### src/common/trace_pkg.sv
`default_nettype none

package trace_pkg;

    ////////////////////////////////////////
    // Pipeline event types
    ////////////////////////////////////////

    typedef logic [15:0] cycle_t;      // Cycle stamp, wraps around
    typedef logic [31:0] instr_t;      // Fetched instruction word
    typedef logic [3:0]  stall_cnt_t;  // Stall cycles, saturating

    parameter stall_cnt_t STALL_MAX = 4'd15;   // Saturation point of stall counts

    parameter int TRACE_DEPTH_DEFAULT = 32;    // In-flight entries

    ////////////////////////////////////////
    // Stamp slots in pipeline order
    ////////////////////////////////////////

    parameter int NUM_STAMPS  = 9;
    parameter int STG_FETCH   = 0;   // Also the slot of the tail pointer
    parameter int STG_IF_ID   = 1;
    parameter int STG_DECODE  = 2;
    parameter int STG_ID_EX   = 3;
    parameter int STG_EXECUTE = 4;
    parameter int STG_EX_MEM  = 5;
    parameter int STG_MEM     = 6;
    parameter int STG_MEM_WB  = 7;
    parameter int STG_WB      = 8;

endpackage

`default_nettype wire

### src/common/trace_fmt_pkg.sv
`default_nettype none

package trace_fmt_pkg;

    ////////////////////////////////////////
    // Output record layout
    ////////////////////////////////////////

    typedef logic [31:0] trace_word_t;  // One record word
    typedef logic [2:0]  word_idx_t;    // Word position within a record

    parameter int REC_WORDS = 6;

    // Stamp pairs hold the older stamp in the upper half
    parameter word_idx_t WORD_INSTR      = 3'd0;
    parameter word_idx_t WORD_FETCH_IFID = 3'd1;
    parameter word_idx_t WORD_DEC_IDEX   = 3'd2;
    parameter word_idx_t WORD_EX_EXMEM   = 3'd3;
    parameter word_idx_t WORD_MEM_MEMWB  = 3'd4;
    parameter word_idx_t WORD_WB_FLAGS   = 3'd5;

    // Flag field in the lower half of the last word
    parameter int FLAG_FLUSH_BIT = 15;
    parameter int FLAG_STALL_LSB = 0;   // Stall count in bits 3..0

endpackage

`default_nettype wire

### src/hw/record_emitter_fsm.sv
`default_nettype none

module record_emitter_fsm #(
    parameter  int DEPTH = trace_pkg::TRACE_DEPTH_DEFAULT,
    localparam int AW    = $clog2(DEPTH),
    localparam int PW    = AW + 1
) (
    input  wire                        clk,
    input  wire                        rst,
    input  wire [PW-1:0]               wb_ptr,
    input  wire [PW-1:0]               head_ptr,
    input  wire trace_pkg::instr_t     rd_instr,
    input  wire trace_pkg::cycle_t     rd_stamp [trace_pkg::NUM_STAMPS],
    input  wire trace_pkg::stall_cnt_t rd_stall,
    input  wire                        rd_flush,
    output logic [AW-1:0]              rd_addr,
    output logic                       pop,
    output logic                       rec_valid,
    output trace_fmt_pkg::trace_word_t rec_data,
    output logic                       rec_last
);
    import trace_pkg::*;
    import trace_fmt_pkg::*;

    typedef enum logic {
        EMIT_IDLE,
        EMIT_BUSY
    } emit_state_t;

    emit_state_t state;
    word_idx_t   idx;      // Word being sent, zero while idle
    logic        pending;  // Head entry has retired
    logic [15:0] flags;

    assign rd_addr   = head_ptr[AW-1:0];
    assign pending   = head_ptr != wb_ptr;
    assign rec_valid = (state == EMIT_BUSY) || pending;
    assign rec_last  = rec_valid && (idx == word_idx_t'(REC_WORDS - 1));
    assign pop       = rec_last;

    ////////////////////////////////////////
    // Word sequencing
    ////////////////////////////////////////

    // Word 0 goes out while still idle, so a record starts without delay
    always_ff @(posedge clk or posedge rst) begin
        if (rst) begin
            state <= EMIT_IDLE;
            idx   <= WORD_INSTR;
        end else begin
            case (state)
                EMIT_IDLE: begin
                    if (pending) begin
                        state <= EMIT_BUSY;
                        idx   <= WORD_FETCH_IFID;
                    end
                end
                EMIT_BUSY: begin
                    if (rec_last) begin
                        state <= EMIT_IDLE;  // Next record follows at once if ready
                        idx   <= WORD_INSTR;
                    end else begin
                        idx <= idx + 1'b1;
                    end
                end
                default: begin
                    state <= EMIT_IDLE;
                    idx   <= WORD_INSTR;
                end
            endcase
        end
    end

    ////////////////////////////////////////
    // Field packing
    ////////////////////////////////////////

    always_comb begin
        flags = '0;
        flags[FLAG_FLUSH_BIT] = rd_flush;
        flags[FLAG_STALL_LSB +: $bits(stall_cnt_t)] = rd_stall;
        case (idx)
            WORD_INSTR:      rec_data = rd_instr;
            WORD_FETCH_IFID: rec_data = {rd_stamp[STG_FETCH], rd_stamp[STG_IF_ID]};
            WORD_DEC_IDEX:   rec_data = {rd_stamp[STG_DECODE], rd_stamp[STG_ID_EX]};
            WORD_EX_EXMEM:   rec_data = {rd_stamp[STG_EXECUTE], rd_stamp[STG_EX_MEM]};
            WORD_MEM_MEMWB:  rec_data = {rd_stamp[STG_MEM], rd_stamp[STG_MEM_WB]};
            WORD_WB_FLAGS:   rec_data = {rd_stamp[STG_WB], flags};
            default:         rec_data = '0;
        endcase
    end

endmodule

`default_nettype wire

### config.mk
export PLATFORM = sky130hd
export DESIGN_NAME = record_emitter_fsm
export DESIGN_NICKNAME = d
export VERILOG_FILES = /design/src/common/trace_pkg.sv /design/src/common/trace_fmt_pkg.sv /design/src/hw/record_emitter_fsm.sv
export SDC_FILE = /design/constraint.sdc
export NUM_CORES = 1
export LEC_CHECK = 0
export BUFFER_PORTS_ARGS = -buffer_cell sky130_fd_sc_hd__buf_2
export CORE_AREA = 2 2 92 94
export CTS_BUF_LIST = sky130_fd_sc_hd__clkbuf_4 sky130_fd_sc_hd__clkbuf_8 sky130_fd_sc_hd__clkbuf_16
export CTS_CLUSTER_SIZE = 40
export DETAILED_ROUTE_END_ITERATION = 8
export DIE_AREA = 0 0 94 96
export PLACE_DENSITY = 0.65
export SYNTH_ARGS = -nofsm -noshare
export SYNTH_HDL_FRONTEND = slang
export SYNTH_SLANG_ARGS = --single-unit
### constraint.sdc
create_clock -name clk -period 2.7 [get_ports clk]
set_input_delay 0.54 -clock clk [delete_from_list [all_inputs] [get_ports clk]]
set_output_delay 0.54 -clock clk [all_outputs]
set_load 0.03 [all_outputs]
## Yosys cells after proc, flatten, opt, wreduce, memory -nomap -nowiden

Index checks and enable logic that the tools add are counted.

| word-level totals | value |
|---|---|
| output and inout port bits | 40 |
| logic and storage cells | 21 |
| input bits | 195 |
| flip-flop bits (word level) | 4 |

| cells by class | value |
|---|---|
| bitwise gates (word level) | 1 |
| mux-type cells | 7 |
| reduce and logical (&&, ||, !) cells | 3 |
| $add $sub $neg | 1 |
| equality and inequality tests | 7 |

Operator list:

| cell | number |
|---|---|
| 32-bit one-hot mux with 6 select lines | 1 |
| 3-bit by 2-bit equality test with 1-bit output (second input constant) | 2 |
| 3-bit equality test (second input constant) | 2 |
| 3-bit two-way mux | 2 |
| 6-bit inequality test | 1 |
| 3-bit one-hot mux with 2 select lines | 1 |
| 3-bit by 1-bit adder with 3-bit output (second input constant) | 1 |
| 3-bit by 1-bit equality test with 1-bit output (second input constant) | 1 |
| 3-bit logical NOT | 1 |
| 1-bit two-way mux | 2 |
| 2-bit inequality test (second input constant) | 1 |
| 1-bit one-hot mux with 2 select lines | 1 |
| 1-bit logical AND | 1 |
| 1-bit logical OR | 1 |
| 1-bit NOT | 1 |

## Depth between registers and ports, before layout

| depth | value |
|---|---|
| depth in word-level cells | 5 |
| gate-level depth with buffers | 8 |
| mapped depth without buffers | 5 |

## Least setup slack after synthesis

OpenSTA, ideal clock, no wires.

| timing path | value |
|---|---|
| path kind | flip-flop to output port |
| start | register idx[2] |
| end | output port rec_data[1] |
| data arrival time | 1.917 ns |
| cell stages (with the launch flop) | 8 |
| data required time | 2.160 ns |
| setup slack | 0.243 ns |
| path buffers | 3 |
| cells stage by stage | dfrtp_1 -> buf_2 -> clkbuf_1 -> inv_2 -> ha_1 -> clkbuf_1 -> a222oi_1 -> o21ai_1 |

| between the ends | value |
|---|---|
| cells in the longest elaborated chain, start to end | 2 |
| elaborated cells between the ends (all ways) | 7 |

RTL lines:

| element | line | source |
|---|---|---|
| from (decl) | record_emitter_fsm.sv:31 | `word_idx_t idx;` |
| from (signal assigned) | record_emitter_fsm.sv:63 | `idx <= idx + 1'b1;` |
| 3-bit equality test, or another cell as far along | record_emitter_fsm.sv:82 | `case (idx)` |
| 32-bit one-hot mux with 6 select lines (*) | record_emitter_fsm.sv:82 |  |
| to (decl) | record_emitter_fsm.sv:19 | `output trace_fmt_pkg::trace_word_t rec_data,` |

Every way passes the cells marked *; elsewhere a longest branch is shown, timed or not.

## Worst setup path in the final report

| timing path | value |
|---|---|
| start | register idx[1] |
| end | output port rec_data[0] |

The elaborated chain is that of the path after synthesis.

==> load_flow_metrics.sql <==
INSERT INTO impl_metrics (metric_group, metric, value, unit) VALUES
('power_and_ir_drop', 'ir_worst_vdd', '401', 'uV'),
('run', 'drv_cap', '0', ''),
('clock_tree', 'numClockSinks', '4', ''),
('yosys', 'synth.area.mux_share', '17.4', '%'),
('worst_setup_path', 'cp_num_buf_inv', '4', ''),
('worst_setup_path', 'worst-endpoint-required', '2.16', 'ns'),
('route', 'drt_drc_violations_left', '0', ''),
('run_status', 'status', 'complete, no violations', ''),
('finish', 'drive_above_1_share', '60.7', '%'),
('die', 'die_area', '9020', 'um^2'),
('route', 'num_vias', '2640', ''),
('worst_setup_path', 'cp-end-kind', 'output pin', ''),
('clock_tree', 'cts.reportedPaths.clkPinSlew', '0.04', 'ns'),
('power_and_ir_drop', 'leak_pwr', '1.59', 'nW'),
('route', 'vias_per_cell', '4.98', ''),
('worst_setup_path', 'critical_path.most_common_cell', 'sky130_fd_sc_hd__buf_4', ''),
('clock_tree', 'cts_htree_levels', '1', ''),
('yosys', 'synthAdderAreaFrac', '4.03', '%'),
('sta', 'finalHoldViolCount', '0', ''),
('worst_setup_path', 'critical_path_start_end_classification', 'reg -> out', ''),
('worst_setup_path', 'critPathLaunchType', 'flip-flop', ''),
('worst_setup_path', 'crit_path_max_cell_delay', '0.45', 'ns'),
('clock_tree', 'holdBufCountCts', '0', ''),
('route', 'postRouteWirelength', '8010', 'um'),
('global_route', 'first_global_vias', '2397', ''),
('finish', 'flow.area_growth_from_synthesis', '84.1', '%'),
('yosys', 'synth_sequential_area_ratio', '6.44', '%'),
('sta', 'timing.final.crit_period', '2.57', 'ns'),
('die', 'die_y', '96', 'um'),
('route', 'wire_per_inst', '15.1', 'um'),
('die', 'fp.dieW', '94', 'um'),
('finish', 'fin_nets', '626', ''),
('yosys', 'synth_xor_xnor_area_share', '3.38', '%'),
('yosys', 'synth_cells', '203', ''),
('yosys', 'syn-mean-instance-area', '7.66', 'um^2'),
('sta', 'fin_worst_hold_slack', '0.200', 'ns'),
('yosys', 'post-synth-top-area-fraction', '17.4', '%'),
('finish', 'diodes', '0', ''),
('yosys', 'ys_warn_count', '0', ''),
('yosys', 'synth_seq_cells', '4', ''),
('placed_design', 'post_dp_cell_area', '2780', 'um^2'),
('global_route', 'maximum_number_of_pins_on_one_net_before_global_route_repair', '33', ''),
('clock_tree', 'cts.path.max_buffers', '2', ''),
('sta', 'fin_skew', '0.00602', 'ns'),
('clock_tree', 'worst_skew_pair.late_latency', '0.22', 'ns'),
('placed_design', 'gpl.final_weighted_congestion', '0.754', ''),
('hold_path', 'hold_path.class', 'in -> async', ''),
('sta', 'tightestPinTransition', '0.484', 'ns'),
('yosys', 'synth_fp_nets', '403', ''),
('sta', 'final-setup-viol-count', '0', ''),
('finish', 'utilization', '35.5', '%'),
('yosys', 'main_combinational_cell_family_by_area_after_synthesis', 'compound AO/OA/AOI/OAI gates', ''),
('yosys', 'netlist.top_cell.by_area', 'sky130_fd_sc_hd__mux2_1', ''),
('power_and_ir_drop', 'powerDensity', '918', 'nW/um^2'),
('worst_setup_path', 'critical-path-top-delay-family', 'buffers and inverters', ''),
('die', 'core', '8050', 'um^2'),
('clock_tree', 'cts_inserted_buffers', '3', ''),
('die', 'pin_count', '235', ''),
('die', 'initial_core_utilization', '19.3', '%'),
('die', 'rows', '33', ''),
('placed_design', 'port_buffers', '234', ''),
('global_route', 'global_route_wire_length_before_repair', '11300', 'um'),
('yosys', 'synthTopCellsByArea', 'sky130_fd_sc_hd__mux2_1, sky130_fd_sc_hd__a222oi_1, sky130_fd_sc_hd__a22oi_1', ''),
('yosys', 'synth_simple_gate_area_share', '11.8', '%'),
('yosys', 'combined_area_of_all_synthesized_cells', '1550', 'um^2'),
('clock_tree', 'ctsRootBufferMaster', 'sky130_fd_sc_hd__clkbuf_8', ''),
('clock_tree', 'cts_tree', 'yes', ''),
('route', 'firstDrtPassIters', '8', ''),
('sta', 'timing.final.crit_share', '95.3', '%'),
('worst_setup_path', 'worst_path_max_delay_cell', 'sky130_fd_sc_hd__a222oi_1', ''),
('global_route', 'gr-usage-all-layers', '15.8', '%');
-- cell usage after synthesis --
| library cell | n |
|---|---|
| sky130_fd_sc_hd__buf_1 | 2 |
| sky130_fd_sc_hd__o211ai_1 | 2 |
| sky130_fd_sc_hd__ha_1 | 5 |
| sky130_fd_sc_hd__a21oi_1 | 13 |
| sky130_fd_sc_hd__and2_1 | 1 |
| sky130_fd_sc_hd__mux2_1 | 24 |
| sky130_fd_sc_hd__a22oi_1 | 24 |
| sky130_fd_sc_hd__nor4_4 | 1 |
| sky130_fd_sc_hd__buf_6 | 4 |
| sky130_fd_sc_hd__o21a_1 | 1 |
| sky130_fd_sc_hd__nand2_1 | 35 |
| sky130_fd_sc_hd__xor2_1 | 6 |
| sky130_fd_sc_hd__a21o_1 | 6 |
| sky130_fd_sc_hd__a222oi_1 | 24 |
| sky130_fd_sc_hd__o21ai_1 | 8 |
| sky130_fd_sc_hd__inv_1 | 4 |
| sky130_fd_sc_hd__a31oi_1 | 1 |
| sky130_fd_sc_hd__buf_2 | 7 |
| sky130_fd_sc_hd__a21boi_1 | 1 |
| sky130_fd_sc_hd__buf_4 | 6 |
| sky130_fd_sc_hd__nor2b_1 | 3 |
| sky130_fd_sc_hd__dfrtp_1 | 4 |
| sky130_fd_sc_hd__clkbuf_1 | 10 |
| sky130_fd_sc_hd__inv_2 | 1 |
| sky130_fd_sc_hd__nor3_1 | 1 |
| sky130_fd_sc_hd__a32o_1 | 9 |
-- stage by stage --
stage / total power, mW / setup WS (ns) / instances / TNS [ns]
after global placement: 2.42 / 0.123 / 525 / 0
after detailed placement: 2.44 / -0.0492 / 525 / -0.557
final: 2.63 / 0.127 / 530 / 0
after floorplan: 1.81 / 0.243 / 203 / 0
after CTS: 2.60 / 0.110 / 529 / 0
after global routing: 2.84 / -0.00586 / 530 / -0.00586
-- flip-flops by register name, indices dropped and copies added, names as in the netlist --
name,flops
idx,3
state,1
-- cell families (layout without fill, tap and decap cells) --
logic type	Yosys count	after routing
mux	24	24
simple gates	41	41
compound gates	89	89
xor+xnor	6	6
buf+inv	34	256
fa+ha+maj	5	5
flops	4	4
-- final cells by class --
| type | count | area, um^2 | area share [%] |
|---|---|---|---|
| Multi-Input combinational cell | 165 | 1290 | 45.1 |
| Sequential cell | 4 | 101 | 3.54 |
| Tap cell | 105 | 131 | 4.59 |
| Inverter | 5 | 18.8 | 0.656 |
| Timing Repair Buffer | 247 | 1270 | 44.4 |
| Clock buffer | 4 | 48.8 | 1.71 |
-- what timing repair did --
action	in CTS	in global routing
resized for setup	2	5
setup endpoints to repair	16	5
pin swaps	0	2
setup buffers	0	1
-- routing by layer --
layer / vias to the layer above / part of all wire, % / track usage [%]
met4: 0 / 1.5 / 4.23
met3: 10 / 8.7 / 3.05
met5: - / 0 / 0
met2: 164 / 54 / 30.6
li1: 1255 / - / -
met1: 1211 / 36 / 17.4
-- final timing paths --
path	start	endpoint	slack [ns]	depth (start not counted)
setup / recovery	idx[1]	rec_data[0]	0.13	7
hold / removal	rst	idx[0]	0.20	2
setup reg to reg	idx[1]	idx[1]	1.01	7
hold reg to reg	state	state	0.52	1
max in group asynchronous	rst	idx[2]	2.33	2
min in group clk	state	state	0.52	1
-- report_power, final --
group / internal [mW] / switching, mW / leakage [nW] / total [mW]
Combinational: 0.869 / 1.49 / 1.52 / 2.36
Sequential: 0.0864 / 0.0305 / 0.0468 / 0.117
Clock: 0.111 / 0.0351 / 0.0262 / 0.146
Total: 1.07 / 1.56 / 1.59 / 2.63
-- cells in the final DEF (no fill, tap or decap), drive strengths merged, types with 2 or more instances in the layout --
cell	n
a21o	6
a21oi	13
a222oi	24
a22oi	24
a32o	9
buf	247
clkbuf	4
dfrtp	4
ha	5
inv	5
mux2	24
nand2	35
nor2b	3
o211ai	2
o21ai	8
xor2	6
No activity file was read; power rests on OpenSTA's default activity.
