--- src/common/trace_pkg.sv ---
`default_nettype none

package trace_pkg;

    ////////////////////////////////////////
    // Pipeline event types
    ////////////////////////////////////////

    typedef logic [15:0] cycle_t;      // Cycle stamp, wraps around
    typedef logic [31:0] instr_t;      // Fetched instruction word
    typedef logic [3:0]  stall_cnt_t;  // Stall cycles, saturating

    parameter stall_cnt_t STALL_MAX = 4'd15;   // Saturation point of stall counts

    parameter int TRACE_DEPTH_DEFAULT = 32;    // In-flight entries

    ////////////////////////////////////////
    // Stamp slots in pipeline order
    ////////////////////////////////////////

    parameter int NUM_STAMPS  = 9;
    parameter int STG_FETCH   = 0;   // Also the slot of the tail pointer
    parameter int STG_IF_ID   = 1;
    parameter int STG_DECODE  = 2;
    parameter int STG_ID_EX   = 3;
    parameter int STG_EXECUTE = 4;
    parameter int STG_EX_MEM  = 5;
    parameter int STG_MEM     = 6;
    parameter int STG_MEM_WB  = 7;
    parameter int STG_WB      = 8;

endpackage

`default_nettype wire

--- src/hw/cycle_timer.sv ---
`default_nettype none

module cycle_timer (
    input  wire                   clk,
    input  wire                   rst,
    input  wire                   stall,
    output trace_pkg::cycle_t     cycle_now,
    output logic                  stall_done,
    output trace_pkg::stall_cnt_t stall_len
);
    import trace_pkg::*;

    stall_cnt_t run_cnt;  // Length of the current stall run

    ////////////////////////////////////////
    // Free-running stamp
    ////////////////////////////////////////

    always_ff @(posedge clk or posedge rst) begin
        if (rst) begin
            cycle_now <= '0;
        end else begin
            cycle_now <= cycle_now + 1'b1;  // Wraps at 16 bits
        end
    end

    ////////////////////////////////////////
    // Stall run length
    ////////////////////////////////////////

    always_ff @(posedge clk or posedge rst) begin
        if (rst) begin
            run_cnt    <= '0;
            stall_done <= 1'b0;
            stall_len  <= '0;
        end else begin
            if (stall) begin
                if (run_cnt != STALL_MAX) begin
                    run_cnt <= run_cnt + 1'b1;
                end
            end else begin
                run_cnt <= '0;
            end
            // First low sample after a run closes it
            stall_done <= !stall && (run_cnt != '0);
            stall_len  <= run_cnt;
        end
    end

endmodule

`default_nettype wire

--- config.mk ---
export PLATFORM = sky130hd
export DESIGN_NAME = cycle_timer
export DESIGN_NICKNAME = d
export VERILOG_FILES = /design/src/common/trace_pkg.sv /design/src/hw/cycle_timer.sv
export SDC_FILE = /design/constraint.sdc
export NUM_CORES = 1
export LEC_CHECK = 0
export ABC_AREA = 0
export ABC_CLOCK_PERIOD_IN_PS = 2150
export BUFFER_PORTS_ARGS = -buffer_cell sky130_fd_sc_hd__buf_4
export CORE_UTILIZATION = 30
export DETAILED_ROUTE_END_ITERATION = 8
export GPL_TIMING_DRIVEN = 0
export SKIP_CTS_REPAIR_TIMING = 1
export SYNTH_ARGS = -nofsm -noshare
export SYNTH_HDL_FRONTEND = slang
export SYNTH_SLANG_ARGS = --single-unit
--- constraint.sdc ---
create_clock -name clk -period 2.15 [get_ports clk]
set_input_delay 0.43 -clock clk [delete_from_list [all_inputs] [get_ports clk]]
set_output_delay 0.43 -clock clk [all_outputs]
set_load 0.01 [all_outputs]
[After elaboration in Yosys (flattened, before gate mapping)]
Index checks and enable logic that the tools add are counted.
Operators by class
  $add $sub $neg: 2
  multipliers: 0
  divide/modulo/power cells: 0
  $lt $le $gt $ge: 0
  eq/ne operators: 2
  shift-type cells: 0
  muxes and demuxes: 2
  bitwise gates (word level): 0
  reductions and logical operators: 3
Operators with widths (count)
  adder 16 x 1 -> 16 bit, second input constant: 1
  two-way mux 4 bit: 2
  adder 4 x 1 -> 4 bit, second input constant: 1
  != test 4 bit, second input constant: 1
  nonzero test 4 bit: 1
  != test 2 x 1 -> 1 bit, second input constant: 1
  logical AND 1 bit: 1
  zero test 1 bit: 1
Storage, ports and cells
  register bits: 25
  bits in latches: 0
  memory bits (writable): 0
  bits in read-only memories: 0
  input bits: 3
  output and inout port bits: 21
  word-level logic and storage cells: 13
  memories: 0

[Logic depth before layout (Yosys ltp)]
Gate-level depths: netlist of run 1.
  word-level depth: 3
  depth in mapped cells: 4

[Worst setup path after synthesis of run 1]
OpenSTA, ideal clock, no wires.
  path kind: register -> register
  start point: reg cycle_now[8]
  end point: reg cycle_now[14]
  setup time: 79 ps
  data arrival time: 1149 ps
  path slack: 922 ps
  stages on the path, launching flop included: 4
  clock period less this slack: 1228 ps
  cell sequence: dfrtp_1 nand4_1 nor4_2 xor2_1
Between the ends
  word-level cells in the longest chain between the ends: 1
Ends and longest elaborated chain
  start: declaration: RTL line cycle_timer.sv:7  | output trace_pkg::cycle_t cycle_now,
  start signal: assignment: RTL line cycle_timer.sv:23  | cycle_now <= cycle_now + 1'b1;
  adder 16 x 1 -> 16 bit: RTL line cycle_timer.sv:23
No other way between the ends.
A chain may end at the register's enable or synchronous reset.

[Worst setup path in the final report of run 1]
  start point: reg cycle_now[3]
  end point: out cycle_now[3]
No word-level cell between the ends.

==> results of run 1 <==
## cell usage in the layout (no fill, tap or decap), drive strengths merged, types with 2 or more instances in the layout
master / instances
clkbuf: 3
dfrtp: 25
nand3: 7
buf: 23
a21oi: 2
nor2: 5
nand4: 3
nor4: 4
xnor2: 4
inv: 6
nor3: 3
nand2: 5
xor2: 11
ha: 3
## area by class of cell
class / instances / area [um2]
Inverter: 6 / 22.5
Timing Repair Buffer: 23 / 173
Tap cell: 46 / 57.6
Clock buffer: 3 / 22.5
Sequential cell: 25 / 626
Fill cell: 338 / 2030
Multi-Input combinational cell: 53 / 397
Clock inverter: 1 / 5.00
## kinds of logic (layout without fill, tap and decap cells)
kind of cell / count (synthesis) / count (layout) / share of synthesized area, %
simple gates: 29 / 29 / 18.1
xor+xnor: 15 / 15 / 12.6
mux: 1 / 1 / 0.958
fa+ha+maj: 3 / 3 / 3.59
buf+inv: 6 / 33 / 2.16
flops: 25 / 25 / 59.9
compound gates: 5 / 5 / 2.75
## through the flow
stage	worst slack (ps)	instances	hold WS, ps	area [um2]	util [%]
detailed placement	813	153	423	1270	38.2
global route	675	157	256	1300	39.0
global placement	847	153	426	1270	38.2
CTS	711	157	265	1300	39.0
finish	730	157	279	1300	39.0
floorplan	922	84	395	1040	-
## power groups by stage
| stage | Combinational, mW | Clock, mW | Sequential (mW) |
|---|---|---|---|
| 2_1_floorplan | 0.0199 | 0 | 0.499 |
| 3_3_place_gp | 0.0404 | 0 | 0.497 |
| 3_5_place_dp | 0.0422 | 0 | 0.498 |
| 4_1_cts | 0.0423 | 0.220 | 0.489 |
| 5_1_grt | 0.0476 | 0.235 | 0.490 |
| 6_report | 0.0406 | 0.205 | 0.488 |
## worst paths after layout
kind                                      end  cells after the start
max in group asynchronous        cycle_now[5]                      2
min in group asynchronous          stall_done                      2
worst max-delay path             cycle_now[3]                      1
worst max register to register  cycle_now[14]                      3
worst min register to register   stall_len[3]                      0
worst min-delay path               stall_done                      2
## metal layers
metal / vias up / part of all wire (%) / global-route usage (%) / wire length (um)
met2: 17 / 50 / 21.4 / 921
li1: 335 / - / - / -
met1: 374 / 45 / 13.1 / 833
met4: 0 / 0 / 1.95 / 0
met3: 0 / 4.2 / 3.78 / 77
met5: - / 0 / 0 / 0
## state kept, by name, indices dropped and copies added (netlist names)
name	flops
cycle_now	16
run_cnt	4
stall_done	1
stall_len	4
==> flow_summary.yaml, run 1 <==
run_status:
  run_status: "completed"
routing:
  drc_errors: 0
  violation_count_after_the_first_detailed_routing_iteration: 36
  drt_pre_antenna_iters: 4
  detail_route.wl_per_cell_um: 11.7
  num_vias: 726
  detail_route.wirelength_um: 1830
  detail-route-antenna-nets: 0
  post_drt_via_cell_ratio: 4.62
pwr:
  power_switching_share_pct: 22.6
  power.total_uw: 734
  clock_power_share_pct: 27.9
  ir_drop_v: 0.000445
  power.density_nw_per_um2: 564
  p_switching_uw: 166
  seqPwrFrac_pct: 66.5
  internal_power_uw: 568
  p_comb_share_pct: 5.5
  power_leakage_nw: 0.643
synth:
  synth_seq_cells: 25
  yosys_warnings: 0
  yosys.area.top_type_share_pct: 59.9
  postSynthNetCount: 90
  synth_enable_flop_cells: 0
  synth_cells: 84
  area_of_the_mapped_netlist_um2: 1040
  synth.cells.most_frequent: "sky130_fd_sc_hd__dfrtp_1 (25), sky130_fd_sc_hd__xor2_1 (11), sky130_fd_sc_hd__inv_1 (6), sky130_fd_sc_hd__nand3_1 (6)"
  synth_sequential_area_ratio_pct: 59.9
  yosysTopAreaCell: "sky130_fd_sc_hd__dfrtp_1"
  synth_area_leaders: "sky130_fd_sc_hd__dfrtp_1 (60%), sky130_fd_sc_hd__xor2_1 (9.2%), sky130_fd_sc_hd__nor4_2 (4.8%), sky130_fd_sc_hd__ha_1 (3.6%), sky130_fd_sc_hd__xnor2_1 (3.4%)"
  synthArstFlopShare_pct: 100
  synth_cell_type_count: 20
  synth_flop_cell: "sky130_fd_sc_hd__dfrtp_1"
  syn_area_per_cell_um2: 12.4
  synth.most_common_cell: "sky130_fd_sc_hd__dfrtp_1"
setup_path:
  cp.buffers_inverters: 1
  crit_family: "flip-flops"
  cp.required_ps: 1720
  critPathSlowestCell: "sky130_fd_sc_hd__dfrtp_1"
  worst_r2r_startpoint: "cycle_now[7]"
  setup.worst_path.end_class: "primary output"
  timing.critical_path.arrival_ps: 990
  timing.setup.critical_path_class: "register to primary output"
  critPathLaunch: "cycle_now[3]"
  reg2reg_setup_slack_ps: 800
  worst_path_largest_cell_delay_ps: 510
  setup.worst_path.start_class: "register"
  critPathMaxFanout: 6
  crit_chain: "buf_4"
sta:
  fin_crit_ps: 1420
  setup_total_negative_slack_ps: 0
  worst-slew-pin-transition_ps: 934
  clock.fmax_mhz: 704
  setup-violations-final: 0
  fin_worst_skew_ps: 6.37
  setup_repair_after_global_routing_missed_its_margin: "no"
  hold_violations: 0
  layout_worst_path_cycle_share_pct: 66.1
  timing_max_transition_violations_final: 0
  timing.max_slew.rel_slack_pct: 37.7
clock_network:
  clkSlewWorstSetupHoldPaths_ps: 130
  clock-root-buffer: "sky130_fd_sc_hd__clkbuf_4"
  cts-buffers-inserted: 3
  cts_buffer_depth: 2
  h-tree-depth: 1
  cts_sinks: 25
  worst_skew_pair.late_latency_ps: 320
  tritoncts: "built"
min_path:
  min-delay-start: "stall"
  min-delay-path-class: "input pin to register"
place:
  place.gp.congestion: 0.755
  port-buffer-count: 23
  hpwl_um: 1320
grt:
  track_usage_pct: 11.5
  grt_pass1_vias: 710
  grt_start_max_net_pins: 26
  antenna_found_initial: 0
  grt_first_pass_wirelength_um: 3140
  grt_overflow_total: 0
cells_and_area:
  n_antenna_cell: 0
  final_net_count: 118
  post_route_cells_drive_above_1_share_pct: 29.7
  syn_to_final_growth_pct: 24.7
floorplan:
  initial_core_util_pct: 31.3
  core_area_um2: 3340
  die_w_um: 61.0
  floorplan.die_area_um2: 3720
  die_h_um: 61.0
  floorplan.rows: 21
  design.portCount: 24
flow_run:
  timing.max_cap.violations: 0
(Power assumes the default switching activity.)
==> inputs of run 2 (changes only) <==
--- a/config.mk
+++ b/config.mk
@@ -5,8 +5,8 @@
 export SDC_FILE = /design/constraint.sdc
 export NUM_CORES = 1
 export LEC_CHECK = 0
-export ABC_AREA = 0
-export ABC_CLOCK_PERIOD_IN_PS = 2150
+export ABC_AREA = 1
+export ABC_CLOCK_PERIOD_IN_PS = 1400
 export BUFFER_PORTS_ARGS = -buffer_cell sky130_fd_sc_hd__buf_4
 export CORE_UTILIZATION = 30
 export DETAILED_ROUTE_END_ITERATION = 8
==> constraint.sdc (replaced) <==
create_clock -name clk -period 1.4 [get_ports clk]
set_input_delay 0.28 -clock clk [delete_from_list [all_inputs] [get_ports clk]]
set_output_delay 0.28 -clock clk [all_outputs]
set_load 0.01 [all_outputs]
==> run 2 against run 1 <==
Power increased by 66%. Critical path depth is 4 higher. Largest cell class unchanged. Clock skew down 4.6 ps. Combinational power rose by 47%. Final area grew 7.4%. Non-clock buffer count is the same. Clock power grew 100%. Sequential share of layout area down 3.3 points. Register-to-register slack lost 690 ps. First-iteration DRC count decreased by 19%. Worst setup slack worse by 620 ps.
==> flow_summary.yaml, run 2 <==
synth:
  synth_enable_flop_cells: 0
  syn_area_per_cell_um2: 9.27
  yosys.area.top_type_share_pct: 56.2
  synth_flop_cell: "sky130_fd_sc_hd__dfrtp_1"
  synth_cell_type_count: 16
  synth_cells: 120
  yosys_warnings: 0
  synth_seq_cells: 25
  synthArstFlopShare_pct: 100
  synth.cells.most_frequent: "sky130_fd_sc_hd__nand2_1 (29), sky130_fd_sc_hd__dfrtp_1 (25), sky130_fd_sc_hd__inv_1 (14), sky130_fd_sc_hd__nand3_1 (10), sky130_fd_sc_hd__nor2_1 (10)"
  yosysTopAreaCell: "sky130_fd_sc_hd__dfrtp_1"
  synth_sequential_area_ratio_pct: 56.2
  synth_area_leaders: "sky130_fd_sc_hd__dfrtp_1 (56%), sky130_fd_sc_hd__nand2_1 (9.8%), sky130_fd_sc_hd__inv_1 (4.7%), sky130_fd_sc_hd__xor2_1 (4.7%), sky130_fd_sc_hd__nand3_1 (4.5%)"
  postSynthNetCount: 126
  synth.most_common_cell: "sky130_fd_sc_hd__nand2_1"
  area_of_the_mapped_netlist_um2: 1110
routing:
  routed.top_layer: "met3"
  drt_pre_antenna_iters: 3
  detail_route.wirelength_um: 2110
  num_vias: 869
  violation_count_after_the_first_detailed_routing_iteration: 29
  met1_length_um: 940
  drc_errors: 0
  dr_wl_met3_um: 90
  met2WireLength_um: 1080
  post_drt_via_cell_ratio: 4.50
  detail_route.wl_per_cell_um: 10.9
  detail-route-antenna-nets: 0
cells_and_area:
  layout.cells.most_common_list: "sky130_fd_sc_hd__nand2_1 (29), sky130_fd_sc_hd__dfrtp_1 (25), sky130_fd_sc_hd__buf_4 (23)"
  multi_input_area_um2: 444
  layout_commonest_cell: "sky130_fd_sc_hd__nand2_1"
  final_net_count: 154
  sequential_cell_area_um2: 626
  registers.top_by_ff_count: "cycle_now"
  post_route_cells_drive_above_1_share_pct: 23.8
  n_antenna_cell: 0
  largest_registers_in_the_final_layout: "cycle_now: 16 flops, run_cnt: 4 flops, stall_len: 4 flops"
  finish.utilization_pct: 40.6
  syn_to_final_growth_pct: 25.8
  fillerInstances: 352
  max_ffs_per_register: 16
  final-instance-count-excl-fill: 193
sta:
  timing.max_slew.rel_slack_pct: 38.3
  setup_total_negative_slack_ps: 0
  timing_max_transition_violations_final: 0
  worst-slew-pin-transition_ps: 925
  clock.fmax_mhz: 775
  setup-violations-final: 0
  fin_worst_skew_ps: 1.75
  layout_worst_path_cycle_share_pct: 92.1
  hold_violations: 0
  setup_repair_after_global_routing_missed_its_margin: "yes"
  timing.final.ws_setup_ps: 110
  fin_crit_ps: 1290
clock_network:
  clock-root-buffer: "sky130_fd_sc_hd__clkbuf_8"
  cts_sinks: 25
  worst_skew_pair.late_latency_ps: 260
  clkSlewWorstSetupHoldPaths_ps: 80
  tritoncts: "built"
  h-tree-depth: 1
  cts_buffer_depth: 2
  cts-buffers-inserted: 3
setup_path:
  cp.required_ps: 1550
  reg2reg_depth: 5
  setup.worst_path.end_class: "register"
  reg2reg_setup_slack_ps: 110
  worstReg2RegEnd: "cycle_now[10]"
  setup.worst_path.start_class: "register"
  worst_r2r_startpoint: "cycle_now[0]"
  critPathMaxFanout: 4
  timing.setup.critical_path_class: "register to register"
  timing.critical_path.arrival_ps: 1440
min_path:
  min-delay-path-class: "input pin to register"
  min-delay-start: "stall"
  hold_path_depth: 2
  min_to: "stall_done"
grt:
  grt_pass1_vias: 846
  antenna_found_initial: 0
  grt_overflow_total: 0
  grt_first_pass_wirelength_um: 3640
  grt_start_max_net_pins: 26
  track_usage_pct: 11.5
pwr:
  power.total_mw: 1.22
  power_leakage_nw: 0.666
  power.density_nw_per_um2: 873
  ir_drop_v: 0.000649
place:
  port-buffer-count: 23
  pre_cts_setup_slack_ps: 102
  place.gp.congestion: 0.820
  dp_cells: 189
  hpwl_um: 1640
run_status:
  run_status: "completed"
floorplan:
  die_w_um: 62.9
  core_area_um2: 3440
  design.portCount: 24
  floorplan.die_area_um2: 3960
  floorplan.rows: 21
  die_h_um: 62.9
  initial_core_util_pct: 32.3
flow_run:
  timing.max_cap.violations: 0
==> run 2: worst max path at each step <==
stage / startpoint / end
detailed placement: cycle_now[0] / cycle_now[10]
global placement: cycle_now[0] / cycle_now[10]
global route: cycle_now[1] / cycle_now[10]
finish: cycle_now[0] / cycle_now[10]
floorplan: cycle_now[0] / cycle_now[10]
CTS: cycle_now[0] / cycle_now[10]
==> run 2: metal layers <==
layer  GRT usage (%)  vias to the layer above
met2            20.0                       20
met3            3.65                        0
li1                -                      432
met4           0.872                        0
met1            14.3                      417
met5               0                        -
==> run 2: worst max-delay path, cell delays in order, from the launching register on <==
cell and delay [ps]:
sky130_fd_sc_hd__dfrtp_1 400, sky130_fd_sc_hd__ha_1 210, sky130_fd_sc_hd__nand2_1 150, sky130_fd_sc_hd__nor2_4 190
sky130_fd_sc_hd__nand2_1 90, sky130_fd_sc_hd__xor2_1 140
==> run 2: cell type report <==
cell class / count / area share, %
timing repair buffer: 23 / 12.3
multi-input combinational: 81 / 31.8
inverter: 14 / 3.76
clock inverter: 1 / 0.358
tap: 46 / 4.11
sequential: 25 / 44.7
clock buffer: 3 / 2.95
==> run 2: power breakdown <==
part | total (mW) | switching [mW] | internal [mW]
Clock | 0.414 | 0.215 | 0.198
Sequential | 0.748 | 0.0102 | 0.738
Combinational | 0.0598 | 0.0352 | 0.0245
==> run 2: logic make-up after synthesis <==
logic type               count (synthesis)  synth area share (%)
AND/OR/NAND/NOR                         61                  25.3
AO/OA/AOI/OAI                            9                  4.05
buffers and inverters                   14                  4.72
flip-flops                              25                  56.2
XOR/XNOR                                 8                  6.30
adder cells (fa/ha/maj)                  3                  3.37
==> run 2: stage by stage <==
step                      cell area, um2  hold slack, ps
after floorplan                     1110             307
after global placement              1340             421
after detailed placement            1340             423
after CTS                           1390             192
after global routing                1400             199
final                               1400             198
==> inputs of run 3 (changes only) <==
--- a/config.mk
+++ b/config.mk
@@ -6,7 +6,7 @@
 export NUM_CORES = 1
 export LEC_CHECK = 0
 export ABC_AREA = 1
-export ABC_CLOCK_PERIOD_IN_PS = 1400
+export ABC_CLOCK_PERIOD_IN_PS = 1600
 export BUFFER_PORTS_ARGS = -buffer_cell sky130_fd_sc_hd__buf_4
 export CORE_UTILIZATION = 30
 export DETAILED_ROUTE_END_ITERATION = 8
==> constraint.sdc (replaced) <==
create_clock -name clk -period 1.6 [get_ports clk]
set_input_delay 0.32 -clock clk [delete_from_list [all_inputs] [get_ports clk]]
set_output_delay 0.32 -clock clk [all_outputs]
set_load 0.01 [all_outputs]
==> run 3 against run 2 <==
Clock-buffer cell count is the same. Core utilization shrank 0.29 points. Register-to-register slack gained 190 ps. Critical path type unchanged.
==> flow_summary.yaml, run 3 (synthesis gave the netlist of run 2 again) <==
grt:
  antenna_found_initial: 0
  grt_start_max_net_pins: 26
  grt_pass1_vias: 846
  grt_overflow_total: 0
  grt_first_pass_wirelength_um: 3640
  track_usage_pct: 11.5
sta:
  worst-slew-pin-transition_ps: 924
  clock.fmax_mhz: 771
  setup-violations-final: 0
  timing_max_transition_violations_final: 0
  setup_total_negative_slack_ps: 0
  hold_violations: 0
  fin_worst_skew_ps: 2.53
  layout_worst_path_cycle_share_pct: 81.1
  setup_repair_after_global_routing_missed_its_margin: "no"
  fin_crit_ps: 1300
  timing.max_slew.rel_slack_pct: 38.4
setup_path:
  worst_r2r_startpoint: "cycle_now[0]"
  setup.worst_path.end_class: "register"
  worstReg2RegEnd: "cycle_now[10]"
  cp.required_ps: 1750
  critPathCapture: "cycle_now[10]"
  critPathLaunch: "cycle_now[0]"
  timing.critical_path.arrival_ps: 1450
  timing.setup.critical_path_class: "register to register"
  setup.worst_path.start_class: "register"
  worst_path_largest_cell_delay_ps: 400
  reg2reg_depth: 5
  critPathMaxFanout: 4
  critPathSlowestCell: "sky130_fd_sc_hd__dfrtp_1"
  crit_chain: "ha_1, nand2_1, nor2_2, nand2_1, xor2_1"
  cpMostUsedCell: "sky130_fd_sc_hd__nand2_1"
  reg2reg_setup_slack_ps: 300
run_status:
  run_status: "completed"
cells_and_area:
  final_net_count: 154
  max_ffs_per_register: 16
  layout_commonest_cell: "sky130_fd_sc_hd__nand2_1"
  registers.top_by_ff_count: "cycle_now"
  layout.cells.most_common_list: "sky130_fd_sc_hd__nand2_1 (29), sky130_fd_sc_hd__dfrtp_1 (25), sky130_fd_sc_hd__buf_4 (23)"
  largest_registers_in_the_final_layout: "cycle_now: 16 flops, run_cnt: 4 flops, stall_len: 4 flops"
  syn_to_final_growth_pct: 24.9
  fillerInstances: 356
  post_route_cells_drive_above_1_share_pct: 23.8
  n_antenna_cell: 0
routing:
  drc_errors: 0
  detail_route.wl_per_cell_um: 10.8
  num_vias: 875
  post_drt_via_cell_ratio: 4.53
  detail_route.wirelength_um: 2090
  violation_count_after_the_first_detailed_routing_iteration: 34
  detail-route-antenna-nets: 0
  drt_pre_antenna_iters: 4
clock_network:
  worst_skew_pair.late_latency_ps: 260
  clock-root-buffer: "sky130_fd_sc_hd__clkbuf_8"
  cts_sinks: 25
  h-tree-depth: 1
  tritoncts: "built"
  cts-buffers-inserted: 3
  clkSlewWorstSetupHoldPaths_ps: 80
  cts_buffer_depth: 2
floorplan:
  floorplan.die_area_um2: 3960
  design.portCount: 24
  die_h_um: 62.9
  floorplan.rows: 21
  core_area_um2: 3440
  initial_core_util_pct: 32.3
  die_w_um: 62.9
pwr:
  ir_drop_v: 0.000567
  p_comb_share_pct: 4.9
  clock_power_share_pct: 33.8
  p_switching_uw: 227
  power.density_nw_per_um2: 768
  seqPwrFrac_pct: 61.3
  power_switching_share_pct: 21.2
  power_leakage_nw: 0.666
  internal_power_uw: 841
  power.total_mw: 1.07
place:
  port-buffer-count: 23
  hpwl_um: 1640
  place.gp.congestion: 0.820
min_path:
  min-delay-path-class: "input pin to register"
flow_run:
  timing.max_cap.violations: 0
[run 3: cell counts in the layout (fill, tap and decap cells not counted)]
Identical to the previous run, type by type.
[run 3: layer usage]
layer | share of wire, % | global-route usage (%) | routed length [um]
met3 | 4.8 | 3.65 | 100
met2 | 50 | 20.0 | 1060
met1 | 45 | 14.3 | 933
met4 | 0 | 0.872 | 0
met5 | 0 | 0 | 0
[run 3: worst min path at each step]
stage,cells after the start,from,to
detailed placement,0,run_cnt[1],stall_len[1]
global placement,0,run_cnt[1],stall_len[1]
floorplan,1,rst,cycle_now[0]
global route,2,stall,stall_done
CTS,2,stall,stall_done
finish,2,stall,stall_done
[run 3: final cells by class]
cell class              count  area (um2)  area share [%]
flip-flops and latches     25         626            45.0
inverters                  14        52.6            3.78
clock inverters             1        5.00           0.360
repair buffers             23         173            12.4
multi-input cells          81         434            31.3
well taps                  46        57.6            4.14
clock buffers               3        41.3            2.97
[run 3: through the flow]
stage	hold slack, ps	util (%)	area (um2)	worst slack (ps)	std cells
detailed placement	423	39.0	1340	302	189
global placement	421	39.0	1340	363	189
global route	239	40.3	1390	173	193
CTS	232	40.3	1390	284	193
floorplan	347	-	1110	410	120
finish	237	40.3	1390	302	193
[run 3: critical path: cells and delay by family, from the launching register on]
kind,cells,cell delay [ps]
adders and majority gates,1,210
xor gates and xnor gates,1,150
and+or+nand+nor,3,430
DFF,1,400
[run 3: power groups by stage]
| stage | clock network, mW | registers (mW) | logic (mW) |
|---|---|---|---|
| 4_1_cts | 0.373 | 0.655 | 0.0538 |
| 6_report | 0.361 | 0.654 | 0.0523 |
| 2_1_floorplan | 0 | 0.670 | 0.0236 |
| 3_5_place_dp | 0 | 0.667 | 0.0541 |
| 5_1_grt | 0.397 | 0.656 | 0.0615 |
| 3_3_place_gp | 0 | 0.667 | 0.0520 |
